File: config.mk
export PLATFORM = sky130hd
export DESIGN_NAME = execute_stage
export DESIGN_NICKNAME = d
export VERILOG_FILES = /design/src/common/cpu_pkg.sv /design/src/pipeline/execute_stage.sv
export VERILOG_INCLUDE_DIRS = /design/src /design/src/common
export SDC_FILE = /design/constraint.sdc
export NUM_CORES = 1
export LEC_CHECK = 0
export BUFFER_PORTS_ARGS = -buffer_cell sky130_fd_sc_hd__buf_4
export CAP_MARGIN = 20
export CORE_MARGIN = 10
export CORE_UTILIZATION = 25
export CTS_CLUSTER_DIAMETER = 120
export CTS_CLUSTER_SIZE = 14
export DETAILED_ROUTE_END_ITERATION = 16
export PLACE_DENSITY = 0.44
export SYNTH_ARGS = -nofsm -noshare
export SYNTH_HDL_FRONTEND = slang
export SYNTH_SLANG_ARGS = --single-unit
File: constraint.sdc
create_clock -name clk -period 7.1 [get_ports clk]
set_clock_uncertainty 0.15 [all_clocks]
set_input_delay 1.42 -clock clk [delete_from_list [all_inputs] [get_ports clk]]
set_output_delay 1.42 -clock clk [all_outputs]
set_load 0.03 [all_outputs]
File: src/common/cpu_consts.svh
`ifndef CPU_CONSTS_SVH
`define CPU_CONSTS_SVH

// Data path and address width
`define XLEN 32

// Unified memory depth in words, indexed by address bits 9..2
`define MEM_WORDS 256

// First fetch address out of reset
`define RESET_PC 32'h0000_0000

// addi x0, x0, 0
`define NOP_INSTR 32'h0000_0013

`endif

File: src/common/cpu_pkg.sv
`include "cpu_consts.svh"

package cpu_pkg;

    typedef enum logic [2:0] {
        ALU_ADD = 3'd0,
        ALU_SUB = 3'd1,
        ALU_AND = 3'd2,
        ALU_OR  = 3'd3,
        ALU_XOR = 3'd4,
        ALU_SLT = 3'd5
    } alu_op_e;

    typedef struct packed {
        logic    reg_write;
        logic    mem_read;
        logic    mem_write;
        logic    branch_eq;
        logic    branch_ne;
        logic    alu_src_imm;
        alu_op_e alu_op;
    } ctrl_t;

    typedef struct packed {
        logic             valid;
        logic [`XLEN-1:0] pc;
        logic [31:0]      instr;
    } if_id_t;

    typedef struct packed {
        logic             valid;
        ctrl_t            ctrl;
        logic [`XLEN-1:0] pc;
        logic [`XLEN-1:0] imm;
        logic [4:0]       rs1;
        logic [4:0]       rs2;
        logic [4:0]       rd;
        logic [`XLEN-1:0] rs1_val;
        logic [`XLEN-1:0] rs2_val;
    } id_ex_t;

    // Control bits here are already qualified by valid
    typedef struct packed {
        logic             valid;
        logic             reg_write;
        logic             mem_read;
        logic             mem_write;
        logic [`XLEN-1:0] alu_result;
        logic [`XLEN-1:0] store_data;
        logic [4:0]       rd;
    } ex_mem_t;

    typedef struct packed {
        logic             valid;
        logic [4:0]       rd;
        logic [`XLEN-1:0] data;
    } wb_t;

endpackage

File: src/pipeline/execute_stage.sv
`include "cpu_consts.svh"

module execute_stage
    import cpu_pkg::*;
(
    input  logic             clk,
    input  logic             rst_n,
    input  id_ex_t           id_ex,
    input  wb_t              wb,
    output logic             branch_taken,
    output logic [`XLEN-1:0] branch_target,
    output ex_mem_t          ex_mem
);
    logic [`XLEN-1:0] op_a;
    logic [`XLEN-1:0] fwd_b;
    logic [`XLEN-1:0] op_b;
    logic [`XLEN-1:0] alu_result;

    // EX/MEM is the newer producer, so it is checked first
    function automatic logic [`XLEN-1:0] forward(
        input logic [4:0]       rs,
        input logic [`XLEN-1:0] rf_val,
        input ex_mem_t          mem_q,
        input wb_t              wb_q
    );
        if (rs != 5'd0 && mem_q.reg_write && mem_q.rd == rs) begin
            return mem_q.alu_result;
        end
        if (rs != 5'd0 && wb_q.valid && wb_q.rd == rs) begin
            return wb_q.data;
        end
        return rf_val;
    endfunction

    assign op_a  = forward(id_ex.rs1, id_ex.rs1_val, ex_mem, wb);
    assign fwd_b = forward(id_ex.rs2, id_ex.rs2_val, ex_mem, wb);
    assign op_b  = id_ex.ctrl.alu_src_imm ? id_ex.imm : fwd_b;

    always_comb begin
        case (id_ex.ctrl.alu_op)
            ALU_SUB: alu_result = op_a - op_b;
            ALU_AND: alu_result = op_a & op_b;
            ALU_OR:  alu_result = op_a | op_b;
            ALU_XOR: alu_result = op_a ^ op_b;
            ALU_SLT: alu_result = {{(`XLEN-1){1'b0}}, $signed(op_a) < $signed(op_b)};
            default: alu_result = op_a + op_b;
        endcase
    end

    // Resolved here, two younger instructions get squashed
    assign branch_taken  = id_ex.valid &&
                           ((id_ex.ctrl.branch_eq && op_a == fwd_b) ||
                            (id_ex.ctrl.branch_ne && op_a != fwd_b));
    assign branch_target = id_ex.pc + id_ex.imm;

    always_ff @(posedge clk or negedge rst_n) begin
        if (!rst_n) begin
            ex_mem.valid     <= 1'b0;
            ex_mem.reg_write <= 1'b0;
            ex_mem.mem_read  <= 1'b0;
            ex_mem.mem_write <= 1'b0;
        end else begin
            ex_mem.valid      <= id_ex.valid;
            ex_mem.reg_write  <= id_ex.valid && id_ex.ctrl.reg_write;
            ex_mem.mem_read   <= id_ex.valid && id_ex.ctrl.mem_read;
            ex_mem.mem_write  <= id_ex.valid && id_ex.ctrl.mem_write;
            ex_mem.alu_result <= alu_result;
            ex_mem.store_data <= fwd_b;
            ex_mem.rd         <= id_ex.rd;
        end
    end

endmodule

==> impl_metrics.yaml <==
run_status:
  outcome: "completed"
sta:
  rsz0062_at_grt: "no"
  relSlewSlack: 0.209
  finalCriticalPeriod_ns: 6.75
  finalSetupViolCount: 0
  tightest_slew_ns: 1.18
  setup_tns_ns: 0
  drv_slew: 0
  hold_violations: 0
  clock.fmax_mhz: 148
  timing.final.crit_share: 0.951
  worst_hold_slack_ns: 0.567
clock_tree:
  cts_buffer_depth: 2
  clock-sinks: 73
  cts_tree: "done"
  hold_buffers: 0
  clk_pin_slew_ns: 0.07
  clk_latency_ns: 0.37
  cts_made_buffers: 9
  root_buffer: "clkbuf_16"
  ctsHtreeMaxLevel: 3
layout:
  stdcell_count: 2309
  regMostFlops: "ex_mem"
  fill_cells: 4739
  drive_above_1_share: 0.244
  areaGrowthSynthToFinish_pct: 29.8
  largest_reg_flops: 73
  largestRegisters: "ex_mem x73"
  finalInstanceArea_sq_mm: 0.0146
  nets: 2034
detailed_routing:
  met2_length_mm: 26.1
  routed-wl-met3_mm: 3.35
  vias: 12000
  viasPerCell: 5.21
  firstDrtPassIters: 6
  wire_per_inst_microns: 24.1
  antenna_left: 0
  wirelength_mm: 55.8
  drc: 0
  drt_iter0_markers: 949
  routed.top_layer: "met4"
  wirelength_met1_mm: 25.2
worst_hold_path:
  hp-start: "ex_mem[46]"
  hold_class: "reg2reg"
placed_design:
  dp_hpwl_mm: 45.7
  dpl_cell_area_sq_mm: 0.0142
  place_congestion: 0.931
  portBuffers: 298
  placed_cells_incl_taps: 2289
setup_path:
  crit_chain: "buf_4 -> xnor2_1 -> nand4_1 -> nor4_4 -> buf_12 -> mux2i_1 -> o21ai_1 -> xor2_1 -> nor4_1 -> nand4_1 -> nor2_1 -> mux2i_1 -> buf_4"
  worstSetupStartpointType: "input pin"
  crit_start: "id_ex[76]"
  cp_max_fo: 24
  critPathRequiredTime_ns: 5.53
  cpPeakStageDelay_ns: 0.60
  slowest_stage: "nor4_1"
  end_kind: "output port"
  r2r-start: "ex_mem[1]"
  arrival_ns: 5.18
  critical_path_class: "in2out"
grt:
  antenna_found_initial: 1
  grt_pass1_vias: 11900
  grt_max_degree: 81
  grt_overflow: 0
  grtUsageTotal: 0.198
  grt_pass1_wl_mm: 80.4
floorplanning:
  initial_utilization: 0.254
  core-area_sq_mm: 0.0443
  dieWidth_microns: 232
  dieHeight_microns: 232
  die-area_sq_mm: 0.0539
  rows: 77
  boundaryPins: 299
synthesis:
  yosysWarnings: 0
  ys_ff_latch: 73
  synth.avg_cell_area_sq_um: 7.86
  synth_ff_type: "edfxtp_1"
  postSynthCellCount: 1432
  synth.distinct_cells: 87
  syn-num-nets: 1755
  yosysSeqAreaShare: 0.193
  netlist_area_sq_mm: 0.0113
  async_flop_share: 0.0548
  synth_edf_count: 69
power:
  power_per_cell_area_mw_per_mm2: 173
  ir_drop_mv: 0.114
  leakagePower_nw: 6.30
job:
  cap_violations: 0
==> area by class of cell <==
type / count / area (sq um) / share of cell area
Clock inverter: 5 / 104 / 0.00711
Clock buffer: 11 / 243 / 0.0166
Timing Repair Buffer: 338 / 2570 / 0.176
Multi-Input combinational cell: 1161 / 8300 / 0.568
Antenna cell: 1 / 2.50 / 0.000171
Sequential cell: 73 / 2170 / 0.149
Tap cell: 592 / 741 / 0.0507
Inverter: 128 / 480 / 0.0329
==> what timing repair did <==
| action | in CTS | in global routing |
|---|---|---|
| resized for setup | 0 | 1 |
| buffers inserted | 0 | 2 |
| setup endpoints to repair | 0 | 1 |
==> power breakdown <==
group          switching [mW]  internal [mW]
sequential             0.0424          0.529
clock                   0.230          0.354
combinational           0.858          0.519
total                    1.13           1.40
==> cells in the mapped netlist (all sizes together) (6+ instances only) <==
cell type | instances | area share
buf | 20 | 0.011
and2 | 8 | 0.0044
mux2 | 32 | 0.032
nand2b | 9 | 0.0050
inv | 127 | 0.042
a21oi | 116 | 0.052
o21a | 11 | 0.0073
nor2b | 10 | 0.0056
o31ai | 10 | 0.0071
ha | 127 | 0.14
o22ai | 13 | 0.0072
a211oi | 18 | 0.014
xnor2 | 43 | 0.033
nor4 | 17 | 0.016
a31oi | 15 | 0.010
or3 | 6 | 0.0033
o21ai | 155 | 0.069
nand3 | 16 | 0.0076
nor2 | 108 | 0.037
edfxtp | 69 | 0.18
a22oi | 19 | 0.013
nand4 | 14 | 0.0078
clkbuf | 50 | 0.017
and3 | 6 | 0.0034
o211ai | 9 | 0.0060
o21bai | 19 | 0.013
mux2i | 68 | 0.060
a21o | 27 | 0.018
nor3 | 12 | 0.0053
o221ai | 10 | 0.0078
nand2 | 134 | 0.045
xor2 | 51 | 0.040
==> kinds of logic (layout without fill, tap and decap cells) <==
logic type | count (synthesis) | in the layout | share of synthesized area
AO/OA/AOI/OAI | 482 | 482 | 0.272
AND/OR/NAND/NOR | 355 | 355 | 0.152
buffers and inverters | 198 | 482 | 0.0707
adder cells (fa/ha/maj) | 130 | 130 | 0.147
multiplexers | 100 | 100 | 0.0925
XOR/XNOR | 94 | 94 | 0.0732
flip-flops | 73 | 73 | 0.193
other | 0 | 1 | 0
==> layout by cell type (no fill, tap or decap), drive strengths merged, types with 27 or more instances in the layout <==
master,n
inv,127
mux2i,68
nor2,108
ha,127
buf,338
a21oi,116
a21o,27
edfxtp,69
xor2,51
o21ai,155
nand2,134
mux2,32
xnor2,43
==> layer usage <==
layer / global-route usage / vias to the layer above
met5: 0 / -
met4: 0.0543 / 0
met3: 0.0255 / 49
met2: 0.327 / 461
met1: 0.263 / 5792
li1: - / 5737
==> final timing paths <==
kind	slack [ns]	depth (start not counted)	end
setup / recovery	0.35	13	branch_taken
hold / removal	0.57	2	ex_mem[14]
setup reg to reg	1.66	15	ex_mem[65]
hold reg to reg	0.57	2	ex_mem[14]
max in group asynchronous	5.89	1	ex_mem[71]
min in group asynchronous	0.74	1	ex_mem[69]
==> critical path, delay by kind of cell <==
family	cells	cell delay, ns
buffers and inverters	3	0.62
and+or+nand+nor	5	1.81
AOI/OAI and AO/OA	1	0.46
xor gates and xnor gates	2	0.42
muxes	2	0.38
==> stage by stage <==
stage	setup slack [ns]	util	power, mW
2_1_floorplan	1.19	-	1.41
3_3_place_gp	0.168	0.321	1.95
3_5_place_dp	0.186	0.321	1.94
4_1_cts	0.151	0.329	2.53
5_1_grt	0.0384	0.330	2.67
6_report	0.347	0.330	2.53
(Power assumes the default switching activity.)
