<file path="config.mk">
export PLATFORM = sky130hd
export DESIGN_NAME = fetch_stage_flat
export DESIGN_NICKNAME = d
export VERILOG_FILES = /design/src/common/cpu_pkg.sv /design/src/common/mem_bus_if.sv /design/src/pipeline/fetch_stage.sv /design/src/flat_wrapper.sv
export VERILOG_INCLUDE_DIRS = /design/src /design/src/common
export SDC_FILE = /design/constraint.sdc
export NUM_CORES = 1
export LEC_CHECK = 0
export BUFFER_PORTS_ARGS = -buffer_cell sky130_fd_sc_hd__buf_2
export CAP_MARGIN = 20
export CORE_UTILIZATION = 42
export CTS_CLUSTER_DIAMETER = 200
export DETAILED_ROUTE_END_ITERATION = 12
export PLACE_DENSITY_LB_ADDON = 0.3
export SYNTH_ARGS = -nofsm -noshare
export SYNTH_HDL_FRONTEND = slang
export SYNTH_SLANG_ARGS = --single-unit
</file>
<file path="constraint.sdc">
create_clock -name clk -period 1.8 [get_ports clk]
set_input_delay 0.09 -clock clk [delete_from_list [all_inputs] [get_ports clk]]
set_output_delay 0.09 -clock clk [all_outputs]
set_load 0.01 [all_outputs]
</file>
<file path="src/common/cpu_consts.svh">
`ifndef CPU_CONSTS_SVH
`define CPU_CONSTS_SVH

// Data path and address width
`define XLEN 32

// Unified memory depth in words, indexed by address bits 9..2
`define MEM_WORDS 256

// First fetch address out of reset
`define RESET_PC 32'h0000_0000

// addi x0, x0, 0
`define NOP_INSTR 32'h0000_0013

`endif

</file>
<file path="src/common/cpu_pkg.sv">
`include "cpu_consts.svh"

package cpu_pkg;

    typedef enum logic [2:0] {
        ALU_ADD = 3'd0,
        ALU_SUB = 3'd1,
        ALU_AND = 3'd2,
        ALU_OR  = 3'd3,
        ALU_XOR = 3'd4,
        ALU_SLT = 3'd5
    } alu_op_e;

    typedef struct packed {
        logic    reg_write;
        logic    mem_read;
        logic    mem_write;
        logic    branch_eq;
        logic    branch_ne;
        logic    alu_src_imm;
        alu_op_e alu_op;
    } ctrl_t;

    typedef struct packed {
        logic             valid;
        logic [`XLEN-1:0] pc;
        logic [31:0]      instr;
    } if_id_t;

    typedef struct packed {
        logic             valid;
        ctrl_t            ctrl;
        logic [`XLEN-1:0] pc;
        logic [`XLEN-1:0] imm;
        logic [4:0]       rs1;
        logic [4:0]       rs2;
        logic [4:0]       rd;
        logic [`XLEN-1:0] rs1_val;
        logic [`XLEN-1:0] rs2_val;
    } id_ex_t;

    // Control bits here are already qualified by valid
    typedef struct packed {
        logic             valid;
        logic             reg_write;
        logic             mem_read;
        logic             mem_write;
        logic [`XLEN-1:0] alu_result;
        logic [`XLEN-1:0] store_data;
        logic [4:0]       rd;
    } ex_mem_t;

    typedef struct packed {
        logic             valid;
        logic [4:0]       rd;
        logic [`XLEN-1:0] data;
    } wb_t;

endpackage

</file>
<file path="src/common/mem_bus_if.sv">
`include "cpu_consts.svh"

interface mem_bus_if;

    logic             req;
    logic             we;
    logic [`XLEN-1:0] addr;
    logic [`XLEN-1:0] wdata;
    logic [`XLEN-1:0] rdata;
    logic             gnt;

    modport master (
        output req, we, addr, wdata,
        input  rdata, gnt
    );

    // gnt and rdata come back in the same cycle as req
    modport slave (
        input  req, we, addr, wdata,
        output rdata, gnt
    );

endinterface

</file>
<file path="src/pipeline/fetch_stage.sv">
`include "cpu_consts.svh"

module fetch_stage
    import cpu_pkg::*;
(
    input  logic             clk,
    input  logic             rst_n,
    input  logic             fetch_en,
    input  logic             stall,
    input  logic             branch_taken,
    input  logic [`XLEN-1:0] branch_target,
    mem_bus_if.master        ibus,
    output if_id_t           if_id
);
    logic [`XLEN-1:0] pc;

    assign ibus.req   = fetch_en && !stall;
    assign ibus.we    = 1'b0;
    assign ibus.addr  = pc;
    assign ibus.wdata = '0;

    always_ff @(posedge clk or negedge rst_n) begin
        if (!rst_n) begin
            pc          <= `RESET_PC;
            if_id.valid <= 1'b0;
        end else if (branch_taken) begin
            // Redirect wins, wrong-path word is dropped
            pc          <= branch_target;
            if_id.valid <= 1'b0;
            if_id.instr <= `NOP_INSTR;
        end else if (!stall) begin
            if (ibus.gnt) begin
                pc          <= pc + `XLEN'd4;
                if_id.valid <= 1'b1;
                if_id.pc    <= pc;
                if_id.instr <= ibus.rdata;
            end else begin
                if_id.valid <= 1'b0;
                if_id.instr <= `NOP_INSTR;
            end
        end
    end

endmodule

</file>
<file path="src/flat_wrapper.sv">
// flat-port wrapper written by rule: the top's interface ports become plain ports
module fetch_stage_flat import cpu_pkg::*;
  (clk, rst_n, fetch_en, stall, branch_taken, branch_target, if_id, ibus_req, ibus_we, ibus_addr, ibus_wdata, ibus_rdata, ibus_gnt);
  mem_bus_if ibus_i ();
  input  logic clk;
  input  logic rst_n;
  input  logic fetch_en;
  input  logic stall;
  input  logic branch_taken;
  input  logic [`XLEN-1:0] branch_target;
  output if_id_t if_id;
  output wire logic [$bits(ibus_i.req)-1:0] ibus_req;
  output wire logic [$bits(ibus_i.we)-1:0] ibus_we;
  output wire logic [$bits(ibus_i.addr)-1:0] ibus_addr;
  output wire logic [$bits(ibus_i.wdata)-1:0] ibus_wdata;
  input wire logic [$bits(ibus_i.rdata)-1:0] ibus_rdata;
  input wire logic [$bits(ibus_i.gnt)-1:0] ibus_gnt;
  assign ibus_req = ibus_i.req;
  assign ibus_we = ibus_i.we;
  assign ibus_addr = ibus_i.addr;
  assign ibus_wdata = ibus_i.wdata;
  assign ibus_i.rdata = ibus_rdata;
  assign ibus_i.gnt = ibus_gnt;
  fetch_stage u_core (.clk(clk), .rst_n(rst_n), .fetch_en(fetch_en), .stall(stall), .branch_taken(branch_taken), .branch_target(branch_target), .ibus(ibus_i), .if_id(if_id));
endmodule
</file>
==> run summary, run 1 <==
outcome - finished, violations left
failing checks - setup timing
Setup-failing EPs final - 1
ys async rst share - 34.0%
Root Buffer - clkbuf_8
worst hold slack - 13.4 ps
clk buf depth - 2
Reg2Reg Depth - 4
worst r2r dst - u_core.ibus.addr[29]
clk_skew - 9.59 ps
Pins Over Slew Limit - 0
dpl cells - 671
Top Ports - 201
Remaining DRCs - 0
Hold Path Stages - 3
drt via density - 5.06
chip width - 104 um
Main synth FF type - edfxtp_1
grt total ovfl - 0
Core Region - 9950 um^2
Max VDD drop - 348 uV
Port Buffer Count - 167
Reg2Reg Setup Slack - -10 ps
Peak Freq - 0.552 GHz
MaxCap Viol Count - 0
syn avg cell area - 12.5 um^2
cell leakage power - 0.00264 uW
largest net degree at the start of global routing - 47
Hold WC Path Type - input pin to register
non-filler cells, final - 724
WHS Endpoint - u_core.ibus.addr[24]
Placer Congestion - 0.814
Die ar. - 10900 um^2
initial drt markers - 201
DRT Wirelength - 11.0 mm
WS Path Type - register to register
Reg clk slew, reported paths - 90 ps
fin crit share - 101%
clk sinks - 97
Post-Syn Area - 4390 um^2
Routed WL per cell - 15.2 um
unrepaired setup endpoints after global routing - true
DP Area - 5510 um^2
antenna violations before repair - 1
Initial Util - 44.1%
Final Hold Vio Count - 0
HPWL Detailed - 7.53 mm
Yosys reg bits - 97
row count - 36
PD cells - 779 nW/um^2
Hold Startpoint - branch_target[24]
Seq/Total Area, Yosys - 62.7%
WP data required - 2080 ps
DR pass1 iterations - 4
Final #Nets - 656
CTS H-tree lvls - 3
Startpoint Class - register
share of cells above drive strength 1 - 41.5%
CTS tree - built
Routed Antenna Nets - 0
Min Clock Period, post-route - 1810 ps
Yosys cell types - 38
die height - 104 um
first-pass GRT wire length - 17.2 mm
crit path DAT - 2090 ps
worst relative slew slack - 60.7%
finished layout cell area - 6060 um^2
Ys Warns - 0
Area Overhead vs Synth - 38.2%
Post-synth EDFFs - 64
Least-Margin Pin Slew - 589 ps
worst setup margin - -10.2 ps
Total GRT Usage - 20.1%
Syn Inst Count - 352
worst r2r src - u_core.ibus.addr[7]
Clock Latency Late Sink - 360 ps
vias in the first global route - 3452
CP endpoint kind - register
post-route core utilization - 60.9%
Num CTS Buffers - 9
crit-path max FO - 7
vias - 3664
[report_power, final]
group / internal, uW / leakage [uW] / switching (uW) / total, uW
clock network: 583 / 0.0000923 / 732 / 1320
logic: 372 / 0.00156 / 423 / 795
registers: 2530 / 0.000993 / 81.3 / 2610
total: 3480 / 0.00264 / 1240 / 4720
[synthesized netlist by cell type, types with 11 or more instances]
| cell | count | area share [%] |
|---|---|---|
| o31ai_1 | 11 | 1.9 |
| nor2_1 | 14 | 1.2 |
| dfrtp_1 | 33 | 19 |
| clkbuf_1 | 14 | 1.2 |
| nand3_1 | 15 | 1.7 |
| a31oi_1 | 13 | 1.9 |
| buf_4 | 33 | 5.6 |
| nand2_1 | 31 | 2.7 |
| or4_1 | 17 | 2.9 |
| edfxtp_1 | 64 | 44 |
| o21ai_0 | 12 | 1.4 |
| a22o_1 | 29 | 5.8 |
[through the flow]
| step | setup TNS [ps] | total power (uW) | setup slack, ps |
|---|---|---|---|
| 2_1_floorplan | -74.6 | 3040 | -71.1 |
| 3_5_place_dp | -167 | 3390 | -55.7 |
| 4_1_cts | -53.1 | 4750 | -29.2 |
| 3_3_place_gp | 0 | 3370 | 22.6 |
| 5_1_grt | -586 | 4920 | -84.3 |
| 6_report | -10.2 | 4720 | -10.2 |
[layer usage]
layer | wire [um] | part of all wire (%) | vias to the layer above | GRT usage [%]
met2 | 5320 | 48 | 164 | 33.7
met5 | 0 | 0 | - | 0
li1 | - | - | 1749 | -
met4 | 213 | 1.9 | 0 | 7.86
met3 | 613 | 5.6 | 19 | 3.95
met1 | 4840 | 44 | 1732 | 25.6
[cells in the final DEF (no fill, tap or decap), drive strengths merged, types with 2 or more instances in the layout]
cell           n
edfxtp        64
nor3           2
or4           18
clkinv         4
nor2b          3
a22o          29
xnor2          5
nand4          6
o31ai         11
dfrtp         33
clkbuf        13
and3           6
dlygate4sd3   29
nand2b         2
nor2          14
mux2           3
nand3         15
and4           3
conb          33
nand3b         2
o21ai         12
o22a           3
a31oi         13
or3            2
inv            3
and2           3
xor2           5
and4b          2
buf          212
nand2         31
o211ai         5
[registers in the layout (all words and copies together), names as in the netlist]
signal and count:
u_core.if_id 65, u_core.ibus.addr 32
[critical path: stages (launching register included)]
cell and delay, ps:
dfrtp_1 430, nand3_4 110, or4_4 590, or4_1 430, a31oi_1 180
[logic make-up after synthesis]
logic type,after synthesis,synth area share [%]
adders and majority gates,1,0.285
buffers and inverters,56,7.73
and+or+nand+nor,108,13.5
other,1,0.0855
muxes,4,0.999
DFF,97,62.7
AOI/OAI and AO/OA,75,12.7
xor gates and xnor gates,10,2.00
[final cells by class]
class,count,area [um^2]
well taps,133,166
flip-flops and latches,97,2750
clock inverters,3,15.0
multi-input cells,232,1470
clock buffers,13,160
repair buffers,241,1480
inverters,4,15.0
diodes,1,2.50
fillers,826,3890
[what timing repair did]
item	4_1_cts	5_1_grt
gates resized for setup	3	6
pin swaps	2	9
buffers inserted	4	3
setup endpoints to repair	11	15
cloned	0	1
hold buffers	29	0
hold endpoints to repair	41	0
[worst max-delay path by stage]
| stage | startpoint | to | slack, ps | cells after the start |
|---|---|---|---|---|
| 2_1_floorplan | u_core.ibus.addr[3] | u_core.ibus.addr[30] | -70 | 7 |
| 3_3_place_gp | u_core.ibus.addr[4] | u_core.ibus.addr[29] | 20 | 5 |
| 3_5_place_dp | u_core.ibus.addr[5] | u_core.ibus.addr[29] | -60 | 5 |
| 4_1_cts | u_core.ibus.addr[5] | u_core.ibus.addr[29] | -30 | 5 |
| 5_1_grt | u_core.ibus.addr[7] | u_core.ibus.addr[25] | -80 | 4 |
| 6_report | u_core.ibus.addr[7] | u_core.ibus.addr[29] | -10 | 4 |
Power figures use the tool's default switching activity.
==> run 2, diff against run 1 <==
--- a/config.mk
+++ b/config.mk
@@ -6,9 +6,10 @@
 export SDC_FILE = /design/constraint.sdc
 export NUM_CORES = 1
 export LEC_CHECK = 0
+export ABC_AREA = 1
 export BUFFER_PORTS_ARGS = -buffer_cell sky130_fd_sc_hd__buf_2
 export CAP_MARGIN = 20
-export CORE_UTILIZATION = 42
+export CORE_UTILIZATION = 44
 export CTS_CLUSTER_DIAMETER = 200
 export DETAILED_ROUTE_END_ITERATION = 12
 export PLACE_DENSITY_LB_ADDON = 0.3
==> run 2 against run 1 <==
Net effect: die area grew 5.0%; register-to-register slack gained 170 ps; routed wire length grew 15%; core utilization shrank 1.6 points; sequential power grew 3%; the run now ends clean; sequential share of layout area shrank 1.2 points; first-iteration DRC count grew 46%; largest cell class unchanged; non-clock buffer count shrank 38.
==> run summary, run 2 <==
outcome - finished clean
worst r2r src - u_core.ibus.addr[3]
vias - 4066
MaxCap Viol Count - 0
WP buf/inv - 0
DR pass1 iterations - 4
Total GRT Usage - 22.8%
area share of the largest cell type after synthesis - 39.8%
Seq/Total Area, Yosys - 56.9%
Routed Antenna Nets - 0
commonest cells after routing, fill and taps aside - 167 x buf_2, 130 x nand2_1, 64 x edfxtp_1
largest net degree at the start of global routing - 66
Initial Util - 46.2%
Commonest cells post-synth - 130 x nand2_1, 64 x edfxtp_1, 38 x nand3_1
antenna violations before repair - 0
CP top delay family - simple AND/OR/NAND/NOR gates
Main synth FF type - edfxtp_1
PD cells - 812 nW/um^2
largest register by flop count - u_core.if_id
top post-synthesis cells by area - edfxtp_1 40%, dfrtp_1 17%, nand2_1 10%
Clock Latency Late Sink - 360 ps
Peak Freq - 0.610 GHz
Routed WL per cell - 15.4 um
Final #Nets - 750
Ys Warns - 0
worst-path cell chain - ha_1, nand2_2, nor2_4, nand2_4, nor2_2, nand3_1, nand3_1, nand3_1
Syn Inst Count - 481
Total Neg Setup Slack - 0 ps
Hold Startpoint - ibus_rdata[30]
worst setup margin - 160 ps
Root Buffer - clkbuf_8
initial drt markers - 293
Placer Congestion - 0.879
DRT Wirelength - 12.6 mm
chip width - 107 um
ys async rst share - 34.0%
CP endpoint kind - register
Area Overhead vs Synth - 28.5%
Pins Over Slew Limit - 0
CTS tree - built
Yosys cell types - 35
most common cell in the synthesized netlist - nand2_1
slowest stage delay, CP - 480 ps
commonest non-fill, non-tap cell in the layout - buf_2
most used cell, CP - nand3_1
crit path DAT - 1880 ps
Reg clk slew, reported paths - 90 ps
Post-Syn Area - 4830 um^2
Core Region - 10500 um^2
Min Clock Period, post-route - 1640 ps
Post-CTS Setup Bufs - 0
WP data required - 2040 ps
Max VDD drop - 366 uV
Critical Path Slowest Stage Cell - dfrtp_1
HPWL Detailed - 9.05 mm
Yosys reg bits - 97
grt total ovfl - 0
first-pass GRT wire length - 19.8 mm
Startpoint Class - register
# resized after CTS - 0
syn avg cell area - 10.0 um^2
Post-synth EDFFs - 64
drt via density - 4.96
Num CTS Buffers - 9
clk sinks - 97
clk buf depth - 2
crit path launch - u_core.ibus.addr[3]
ant diodes - 0
area leader, netlist - edfxtp_1
Setup-failing EPs final - 0
fin crit share - 91.1%
row count - 37
CTS H-tree lvls - 3
crit-path max FO - 6
share of cells above drive strength 1 - 32.9%
cell leakage power - 0.00292 uW
clk_skew - 10.1 ps
Die ar. - 11400 um^2
pre-CTS setup slack - 190 ps
max reg flops - 65
Top Ports - 201
unrepaired setup endpoints after global routing - false
Port Buffer Count - 167
vias in the first global route - 3962
Hold WC Path Type - input pin to register
die height - 107 um
Remaining DRCs - 0
Final Hold Vio Count - 0
WS Path Type - register to register
-- run 2: worst register-to-register path: stages (launching register included) --
cell	delay [ps]
dfrtp_1	480
ha_1	250
nand2_2	90
nor2_4	150
nand2_4	110
nor2_2	190
nand3_1	90
nand3_1	100
nand3_1	70
-- run 2: repair_timing --
action / in CTS / in global routing
setup endpoints to repair: 0 / 0
hold buffers: 24 / 0
endpoints found under the hold margin: 56 / 0
-- run 2: metal layers --
layer	global-route usage [%]	vias to the layer above	part of all wire (%)
met1	29.2	1910	43
met3	3.95	18	7.2
met5	0	-	0
li1	-	1947	-
met2	38.5	191	48
met4	9.10	0	1.8
-- run 2: kinds of logic (layout without fill, tap and decap cells) --
group,Yosys count,count (layout),share of synthesized area [%]
XOR/XNOR,13,13,2.51
buffers and inverters,85,256,9.79
AND/OR/NAND/NOR,227,227,21.5
flip-flops,97,97,56.9
adder cells (fa/ha/maj),1,1,0.259
AO/OA/AOI/OAI,57,57,8.99
other,1,33,0.0776
-- run 2: power by group --
part	internal (uW)	total [uW]	switching, uW	leakage [uW]
sequential	2540	2700	163	0.00102
combinational	326	775	449	0.00179
clock	820	1570	747	0.000111
total	3680	5040	1360	0.00292
-- run 2: through the flow --
stage          area (um^2)  hold slack (ps)  std cells  util [%]  power, uW
2_1_floorplan         4960             -206        513         -       3160
3_3_place_gp          5750              213        780      54.9       3460
3_5_place_dp          5750              209        780      54.9       3480
4_1_cts               6210             1.53        820      59.3       5080
5_1_grt               6210             11.5        820      59.3       5250
6_report              6210             15.2        820      59.3       5040
-- run 2: area by class of cell --
| class | instances | area [um^2] |
|---|---|---|
| Multi-Input combinational cell | 331 | 1740 |
| Clock inverter | 5 | 77.6 |
| Inverter | 37 | 139 |
| Clock buffer | 11 | 141 |
| Sequential cell | 97 | 2750 |
| Fill cell | 917 | 4260 |
| Timing Repair Buffer | 203 | 1190 |
| Tap cell | 136 | 170 |
-- run 2: path summary, 6_finish.rpt --
kind,to,slack (ps),depth (start not counted)
worst max-delay path,u_core.ibus.addr[26],160,8
worst min-delay path,u_core.if_id[30],20,2
worst max register to register,u_core.ibus.addr[26],160,8
worst min register to register,u_core.if_id[64],490,2
max in group asynchronous,u_core.ibus.addr[20],1130,3
min in group asynchronous,u_core.ibus.addr[27],330,3
