$ cat config.mk
export PLATFORM = sky130hd
export DESIGN_NAME = decode_stage
export DESIGN_NICKNAME = d
export VERILOG_FILES = /design/src/common/cpu_pkg.sv /design/src/pipeline/decode_stage.sv
export VERILOG_INCLUDE_DIRS = /design/src /design/src/common
export SDC_FILE = /design/constraint.sdc
export NUM_CORES = 1
export LEC_CHECK = 0
export BUFFER_PORTS_ARGS = -buffer_cell sky130_fd_sc_hd__buf_2
export CORE_UTILIZATION = 40
export DETAILED_ROUTE_END_ITERATION = 12
export GPL_ROUTABILITY_DRIVEN = 0
export PLACE_DENSITY = 0.58
export SLEW_MARGIN = 20
export SYNTH_ARGS = -nofsm -noshare
export SYNTH_HDL_FRONTEND = slang
export SYNTH_SLANG_ARGS = --single-unit
$ cat constraint.sdc
create_clock -name clk -period 1.8 [get_ports clk]
set_input_delay 0.09 -clock clk [delete_from_list [all_inputs] [get_ports clk]]
set_output_delay 0.09 -clock clk [all_outputs]
set_load 0.005 [all_outputs]
$ cat src/common/cpu_consts.svh
`ifndef CPU_CONSTS_SVH
`define CPU_CONSTS_SVH

// Data path and address width
`define XLEN 32

// Unified memory depth in words, indexed by address bits 9..2
`define MEM_WORDS 256

// First fetch address out of reset
`define RESET_PC 32'h0000_0000

// addi x0, x0, 0
`define NOP_INSTR 32'h0000_0013

`endif

$ cat src/common/cpu_pkg.sv
`include "cpu_consts.svh"

package cpu_pkg;

    typedef enum logic [2:0] {
        ALU_ADD = 3'd0,
        ALU_SUB = 3'd1,
        ALU_AND = 3'd2,
        ALU_OR  = 3'd3,
        ALU_XOR = 3'd4,
        ALU_SLT = 3'd5
    } alu_op_e;

    typedef struct packed {
        logic    reg_write;
        logic    mem_read;
        logic    mem_write;
        logic    branch_eq;
        logic    branch_ne;
        logic    alu_src_imm;
        alu_op_e alu_op;
    } ctrl_t;

    typedef struct packed {
        logic             valid;
        logic [`XLEN-1:0] pc;
        logic [31:0]      instr;
    } if_id_t;

    typedef struct packed {
        logic             valid;
        ctrl_t            ctrl;
        logic [`XLEN-1:0] pc;
        logic [`XLEN-1:0] imm;
        logic [4:0]       rs1;
        logic [4:0]       rs2;
        logic [4:0]       rd;
        logic [`XLEN-1:0] rs1_val;
        logic [`XLEN-1:0] rs2_val;
    } id_ex_t;

    // Control bits here are already qualified by valid
    typedef struct packed {
        logic             valid;
        logic             reg_write;
        logic             mem_read;
        logic             mem_write;
        logic [`XLEN-1:0] alu_result;
        logic [`XLEN-1:0] store_data;
        logic [4:0]       rd;
    } ex_mem_t;

    typedef struct packed {
        logic             valid;
        logic [4:0]       rd;
        logic [`XLEN-1:0] data;
    } wb_t;

endpackage

$ cat src/pipeline/decode_stage.sv
`include "cpu_consts.svh"

module decode_stage
    import cpu_pkg::*;
(
    input  logic   clk,
    input  logic   rst_n,
    input  if_id_t if_id,
    input  logic   branch_taken,
    input  wb_t    wb,
    output logic   stall,
    output id_ex_t id_ex
);
    localparam logic [6:0] OP_REG    = 7'b0110011;
    localparam logic [6:0] OP_IMM    = 7'b0010011;
    localparam logic [6:0] OP_LOAD   = 7'b0000011;
    localparam logic [6:0] OP_STORE  = 7'b0100011;
    localparam logic [6:0] OP_BRANCH = 7'b1100011;

    logic [6:0]       opcode;
    logic [2:0]       funct3;
    logic [6:0]       funct7;
    logic [4:0]       rs1;
    logic [4:0]       rs2;
    logic [4:0]       rd;
    ctrl_t            ctrl;
    logic             legal;
    logic [`XLEN-1:0] imm;
    logic [`XLEN-1:0] rs1_val;
    logic [`XLEN-1:0] rs2_val;
    logic [`XLEN-1:0] regs [32];

    assign opcode = if_id.instr[6:0];
    assign funct3 = if_id.instr[14:12];
    assign funct7 = if_id.instr[31:25];
    assign rs1    = if_id.instr[19:15];
    assign rs2    = if_id.instr[24:20];
    assign rd     = if_id.instr[11:7];

    // Anything outside the subset leaves legal low and becomes a bubble
    always_comb begin
        ctrl  = '0;
        legal = 1'b0;
        case (opcode)
            OP_REG: begin
                legal          = 1'b1;
                ctrl.reg_write = 1'b1;
                case ({funct7, funct3})
                    10'b0000000_000: ctrl.alu_op = ALU_ADD;
                    10'b0100000_000: ctrl.alu_op = ALU_SUB;
                    10'b0000000_111: ctrl.alu_op = ALU_AND;
                    10'b0000000_110: ctrl.alu_op = ALU_OR;
                    10'b0000000_100: ctrl.alu_op = ALU_XOR;
                    10'b0000000_010: ctrl.alu_op = ALU_SLT;
                    default:         legal       = 1'b0;
                endcase
            end
            OP_IMM: begin
                legal            = (funct3 == 3'b000);
                ctrl.reg_write   = 1'b1;
                ctrl.alu_src_imm = 1'b1;
            end
            OP_LOAD: begin
                legal            = (funct3 == 3'b010);
                ctrl.reg_write   = 1'b1;
                ctrl.mem_read    = 1'b1;
                ctrl.alu_src_imm = 1'b1;
            end
            OP_STORE: begin
                legal            = (funct3 == 3'b010);
                ctrl.mem_write   = 1'b1;
                ctrl.alu_src_imm = 1'b1;
            end
            OP_BRANCH: begin
                legal          = (funct3 == 3'b000) || (funct3 == 3'b001);
                ctrl.branch_eq = (funct3 == 3'b000);
                ctrl.branch_ne = (funct3 == 3'b001);
            end
            default: ;
        endcase
    end

    always_comb begin
        case (opcode)
            OP_STORE:  imm = {{20{if_id.instr[31]}}, if_id.instr[31:25], if_id.instr[11:7]};
            OP_BRANCH: imm = {{19{if_id.instr[31]}}, if_id.instr[31], if_id.instr[7],
                              if_id.instr[30:25], if_id.instr[11:8], 1'b0};
            default:   imm = {{20{if_id.instr[31]}}, if_id.instr[31:20]};
        endcase
    end

    // Register file, x0 is never written
    always_ff @(posedge clk) begin
        if (wb.valid && wb.rd != 5'd0) begin
            regs[wb.rd] <= wb.data;
        end
    end

    // Same-cycle writeback bypass
    assign rs1_val = (rs1 == 5'd0) ? '0 : (wb.valid && wb.rd == rs1) ? wb.data : regs[rs1];
    assign rs2_val = (rs2 == 5'd0) ? '0 : (wb.valid && wb.rd == rs2) ? wb.data : regs[rs2];

    // Load in ID/EX feeding the instruction behind it
    assign stall = if_id.valid && id_ex.valid && id_ex.ctrl.mem_read &&
                   (id_ex.rd != 5'd0) && (id_ex.rd == rs1 || id_ex.rd == rs2);

    always_ff @(posedge clk or negedge rst_n) begin
        if (!rst_n) begin
            id_ex.valid <= 1'b0;
            id_ex.ctrl  <= '0;
        end else begin
            if (branch_taken || stall || !(if_id.valid && legal)) begin
                id_ex.valid <= 1'b0;
                id_ex.ctrl  <= '0;
            end else begin
                id_ex.valid <= 1'b1;
                id_ex.ctrl  <= ctrl;
            end
            id_ex.pc      <= if_id.pc;
            id_ex.imm     <= imm;
            id_ex.rs1     <= rs1;
            id_ex.rs2     <= rs2;
            id_ex.rd      <= rd;
            id_ex.rs1_val <= rs1_val;
            id_ex.rs2_val <= rs2_val;
        end
    end

endmodule

==> results.json, run 1 <==
{
  "avgSynthCellArea_um2": 18.9,
  "crit_path_frequent_cell": "buf_6",
  "hold_slack_ns": 0.0483,
  "ant_nets": 0,
  "dp_hpwl_um": 123000,
  "hold_path.class": "in -> reg",
  "yosys_warnings": 0,
  "path_depth": 5,
  "core_area_um2": 130000,
  "drv_cap": 0,
  "violations": "negative setup slack",
  "max_freq_mhz": 424,
  "synth-edff-count": 1148,
  "outcome": "complete, but fails checks",
  "leakage_nw": 23.0,
  "ys_ff_latch": 1158,
  "area_growth_pct": 27.1,
  "min_from": "if_id[45]",
  "max_slew.worst_pin.slew_ns": 1.19,
  "layout-drive-gt1-share_pct": 41.6,
  "grt_use_total_pct": 28.2,
  "hold_viol": 0,
  "ir_drop_mv": 0.810,
  "worstReg2RegStart": "regs[10][8]",
  "power_density_nw_per_um2": 932,
  "path_buf_inv": 2,
  "cp-end-kind": "output port",
  "setup.worst_path.start": "id_ex[67]",
  "path_max_fanout": 2,
  "whs_path_depth": 2,
  "rsz0062_at_grt": "true",
  "cp.required_ns": 1.71,
  "dr.pass1.iters": 6,
  "synth_cell_types": 56,
  "grt_pass1_vias": 34500,
  "reg2reg_depth": 4,
  "slowest_stage": "or4_4",
  "cts_tree": "built",
  "crit_family": "simple AND/OR/NAND/NOR gates",
  "cts_max_path_buffers": 3,
  "pin_count": 260,
  "yosysSeqAreaShare_pct": 66.1,
  "die_y_um": 365,
  "io_buffers": 259,
  "antenna_found_initial": 12,
  "die_w_um": 365,
  "maxSlewViolCount": 0,
  "crit_path_max_incr_delay_ns": 0.58,
  "vias_per_cell": 6.34,
  "drt_wl_total_um": 189000,
  "initial_utilization_pct": 40.4,
  "path_cells": "or4_4 > o2111ai_4 > nor2_4 > buf_6 > buf_6",
  "synth_ff_type": "edfxtp_1",
  "tns_ns": -5.87,
  "period_minus_slack_ns": 2.36,
  "fin_crit_sh_pct": 131,
  "path_clk_slew_ns": 0.06,
  "htree_levels": 3,
  "synth_area_um2": 52600,
  "arrival_ns": 2.27,
  "vias": 34400,
  "numCtsBuffers": 121,
  "slew_headroom_pct": 20.7,
  "fillers": 10300,
  "placed_cell_area_um2": 61200,
  "clk_latency_ns": 0.78,
  "drt_iter0_markers": 4372,
  "final_area_um2": 66800,
  "wire_per_inst_um": 34.8,
  "critPathKind": "reg -> out",
  "grt_remaining_overflow": 0,
  "grt_pass1_wl_um": 261000,
  "fin_ws_ns": -0.557,
  "fin_worst_skew_ns": 0.0535,
  "startpoint_type": "flop",
  "grt_max_degree": 48,
  "drc": 0,
  "cts_root_buf": "clkbuf_16",
  "nets": 3684,
  "setup_viol": 44,
  "clkSinkCount": 1158,
  "synth_cells": 2782,
  "num_rows": 132,
  "async_flop_share_pct": 0.864,
  "die_area_um2": 133000
}
-- cell usage after synthesis, types with 14 or more instances --
| cell type | n | area [um^2] |
|---|---|---|
| o21ai_1 | 18 | 90.1 |
| a32o_1 | 32 | 320 |
| clkbuf_1 | 90 | 338 |
| a22oi_1 | 45 | 338 |
| xor2_1 | 14 | 123 |
| o221ai_1 | 27 | 236 |
| o21ai_0 | 36 | 180 |
| a221oi_1 | 71 | 622 |
| mux2_2 | 16 | 180 |
| nand3_1 | 16 | 80.1 |
| mux2i_1 | 278 | 2780 |
| buf_2 | 82 | 410 |
| a21oi_1 | 50 | 250 |
| buf_4 | 47 | 353 |
| nor3_1 | 25 | 125 |
| edfxtp_1 | 1148 | 34500 |
| nor2b_1 | 16 | 100 |
| a221o_1 | 43 | 430 |
| a211oi_1 | 30 | 225 |
| nand2_1 | 81 | 304 |
| mux4_2 | 405 | 9120 |
| nor2_1 | 56 | 210 |
| o22ai_1 | 18 | 113 |
| nand2b_1 | 21 | 131 |
-- report_power, final --
| group | total [mW] | leakage [nW] | switching (mW) | internal, mW |
|---|---|---|---|---|
| Sequential | 30.7 | 10.6 | 0.405 | 30.3 |
| Combinational | 6.56 | 10.5 | 3.52 | 3.05 |
| Clock | 24.9 | 1.92 | 10.7 | 14.2 |
| Total | 62.2 | 23.0 | 14.7 | 47.6 |
-- kinds of logic after synthesis --
| family | share of synthesized area (%) |
|---|---|
| AOI/OAI and AO/OA | 5.63 |
| xor gates and xnor gates | 0.350 |
| and+or+nand+nor | 2.60 |
| buffers and inverters | 2.36 |
| DFF | 66.1 |
| other | 0.00713 |
| muxes | 23.0 |
-- stage by stage --
stage               cells  utilization (%)  power [mW]  worst slack, ns
finish               5427             51.4        62.2           -0.557
detailed placement   5075             47.1        37.5           -0.510
floorplan            2813                -        34.1           -0.289
global route         5424             51.4        63.9           -0.644
global placement     5075             47.1        37.4           -0.526
CTS                  5409             51.2        62.4           -0.608
-- worst register-to-register path, stage by stage, from the launching register on --
cell,delay [ns]
edfxtp_1,0.40
mux4_2,0.46
mux2_4,0.29
a221o_1,0.30
a32o_2,0.36
-- routing by layer --
metal	wire length (um)	vias to the layer above	GRT usage [%]
li1	-	13500	-
met1	70900	18200	36.8
met2	90200	2282	45.9
met3	19300	421	6.09
met4	8250	8	11.6
met5	48	-	0
-- worst paths after layout --
| kind | to | slack [ns] |
|---|---|---|
| max in group asynchronous | id_ex[146] | 1.43 |
| setup / recovery | stall | -0.56 |
| hold / removal | id_ex[124] | 0.05 |
| setup reg to reg | id_ex[40] | -0.28 |
| min in group asynchronous | id_ex[152] | 0.14 |
| hold reg to reg | id_ex[58] | 0.87 |
-- cells in the final DEF (no fill, tap or decap), drive strengths merged, types with 10 or more instances in the layout --
master and instances:
a22oi 45, nor3b 11, edfxtp 1148, mux2i 278
nor2b 16, a21oi 50, nand2b 21, a32o 32
mux4 405, a221o 43, bufinv 11, o221ai 27
dlygate4sd3 98, nand4 13, clkinv 56, a211oi 30
nand2 81, o22ai 18, mux2 16, xor2 14
conb 32, a221oi 71, o21ai 55, dfrtp 10
buf 781, nand3 16, nor3 25, nor2 56
nand3b 10, clkbuf 149
-- cell type report --
class                   count  area [um^2]  share of cell area, %
diodes                      5         12.5                 0.0187
clock buffers             149         3220                   4.81
clock inverters            76          704                   1.05
inverters                   5         20.0                 0.0300
multi-input cells        1413        17500                   26.2
flip-flops and latches   1158        34700                   52.0
well taps                1742         2180                   3.26
repair buffers            879         8440                   12.6
-- sequential cells by signal, summed over array words and instances, names as in the netlist --
signal	cells
regs	1024
id_ex	134
-- what timing repair did --
item / CTS / global route
endpoints found under the setup margin: 68 / 71
setup buffers: 21 / 16
resized for setup: 81 / 45
pin swaps: 50 / 40
endpoints found under the hold margin: 1223 / 0
hold buffers: 98 / 0
cloned: 0 / 0
(Power assumes the default switching activity.)
==> run 2, diff against run 1 <==
PLACE_DENSITY = 0.56   (was 0.58)
clock period = 2.8 ns   (was 1.8 ns; I/O delays follow)
==> results.json, run 2 (same netlist as run 1, synthesis figures left out) <==
{
  "final_cells": 5168,
  "preCtsSetupSlack_ns": 0.250,
  "max_freq_mhz": 384,
  "crit_path_max_incr_delay_ns": 0.56,
  "largest_register_ffs": 1024,
  "clkSinkCount": 1158,
  "ir_drop_mv": 0.660,
  "cp-end-kind": "output port",
  "fin_crit_sh_pct": 93.1,
  "leakage_nw": 21.3,
  "nets": 3427,
  "top_layer": "met5",
  "setup_viol": 0,
  "grt_pass1_vias": 33200,
  "final_common_cell": "edfxtp_1",
  "cts_tree": "built",
  "path_buf_inv": 5,
  "cts_root_buf": "clkbuf_16",
  "total_power_mw": 40.4,
  "grt_max_degree": 48,
  "arrival_ns": 2.47,
  "path_max_fanout": 20,
  "rsz0062_at_grt": "false",
  "tns_ns": 0,
  "grt_use_total_pct": 27.4,
  "slowest_stage": "dlygate4sd3_1",
  "hold_slack_ns": 0.0798,
  "critPathKind": "in -> out",
  "grt_pass1_wl_um": 252000,
  "dr_wl_met2_um": 84600,
  "top_register": "regs",
  "crit_path_frequent_cell": "buf_12",
  "dr.pass1.iters": 6,
  "ant_nets": 0,
  "clk_latency_ns": 0.78,
  "startpoint_type": "input pin",
  "outcome": "complete, no violations",
  "fin_worst_skew_ns": 0.0306,
  "initial_utilization_pct": 40.4,
  "fin_util_pct": 48.6,
  "drt_wl_total_um": 182000,
  "top_regs": "regs (1024), id_ex (134)",
  "max_slew.worst_pin.slew_ns": 1.16,
  "num_rows": 132,
  "htree_levels": 4,
  "final_area_um2": 63200,
  "cts_max_path_buffers": 3,
  "numCtsBuffers": 132,
  "path_cells": "dlygate4sd3_1 > buf_8 > buf_12 > buf_12 > xor2_1 > nor3_1 > a22oi_1 > nor2_1 > buf_2",
  "period_minus_slack_ns": 2.61,
  "core_area_um2": 130000,
  "drt_iter0_markers": 4436,
  "met1_length_um": 71900,
  "grt_remaining_overflow": 0,
  "die_area_um2": 133000,
  "crit_family": "buffers and inverters",
  "vias_per_cell": 6.42,
  "maxSlewViolCount": 0,
  "pin_count": 260,
  "slew_headroom_pct": 22.8,
  "die_w_um": 365,
  "cp.required_ns": 2.66,
  "dp_hpwl_um": 113000,
  "hold_path.class": "in -> reg",
  "placed_cell_area_um2": 58000,
  "dp_cells": 4826,
  "path_clk_slew_ns": 0.06,
  "drc": 0,
  "wire_per_inst_um": 35.2,
  "final_cell_mix": "edfxtp_1, mux4_2, mux2i_1, buf_2, buf_4",
  "hold_viol": 0,
  "drv_cap": 0,
  "io_buffers": 259,
  "dr_wl_met3_um": 18800,
  "area_growth_pct": 20.3,
  "power_density_nw_per_um2": 639,
  "fin_ws_ns": 0.193,
  "antenna_found_initial": 5,
  "vias": 33200,
  "die_y_um": 365,
  "layout-drive-gt1-share_pct": 34.2
}
==> run 2: cell types whose count changed in the layout (fill, tap and decap cells not counted), moves of 11 or more <==
| cell | delta |
|---|---|
| a211oi_2 | -11 |
| buf_4 | -160 |
| o21ai_0 | +14 |
| a221oi_2 | -20 |
| a32o_2 | -13 |
| a32o_1 | +13 |
| a221oi_1 | +20 |
| a22oi_1 | +15 |
| a22oi_2 | -15 |
| buf_12 | -109 |
| a211oi_1 | +12 |
==> run 2: what timing repair did <==
action,CTS,global route
setup endpoints to repair,0,2
hold endpoints to repair,1146,0
setup buffers,0,0
gates resized for setup,0,1
hold buffers,103,0
==> run 2: power by group <==
part	switching, mW	internal (mW)
Combinational	2.08	1.61
Sequential	0.290	19.5
Clock	7.40	9.49
==> run 2: final cells by class <==
class                   count  area, um^2
diodes                      1        2.50
clock inverters            78         815
fillers                 10700       66800
inverters                   5        21.3
clock buffers             160        3410
multi-input cells        1413       17000
flip-flops and latches   1158       34700
well taps                1742        2180
repair buffers            611        5050
==> run 2: path summary, 6_finish.rpt <==
| check | slack [ns] | startpoint | cells past startpoint | end |
|---|---|---|---|---|
| min in group asynchronous | 0.48 | rst_n | 3 | id_ex[145] |
| min reg2reg | 0.90 | regs[28][24] | 5 | id_ex[56] |
| max reg2reg | 0.23 | id_ex[65] | 5 | id_ex[151] |
| min | 0.08 | if_id[59] | 2 | id_ex[138] |
| max | 0.19 | if_id[20] | 9 | stall |
| max in group asynchronous | 2.08 | rst_n | 3 | id_ex[151] |
==> run 2: routing by layer <==
| metal | GRT usage (%) | vias up |
|---|---|---|
| met5 | 0 | - |
| met4 | 10.3 | 4 |
| li1 | - | 13000 |
| met2 | 43.0 | 2155 |
| met3 | 5.32 | 380 |
| met1 | 37.9 | 17700 |
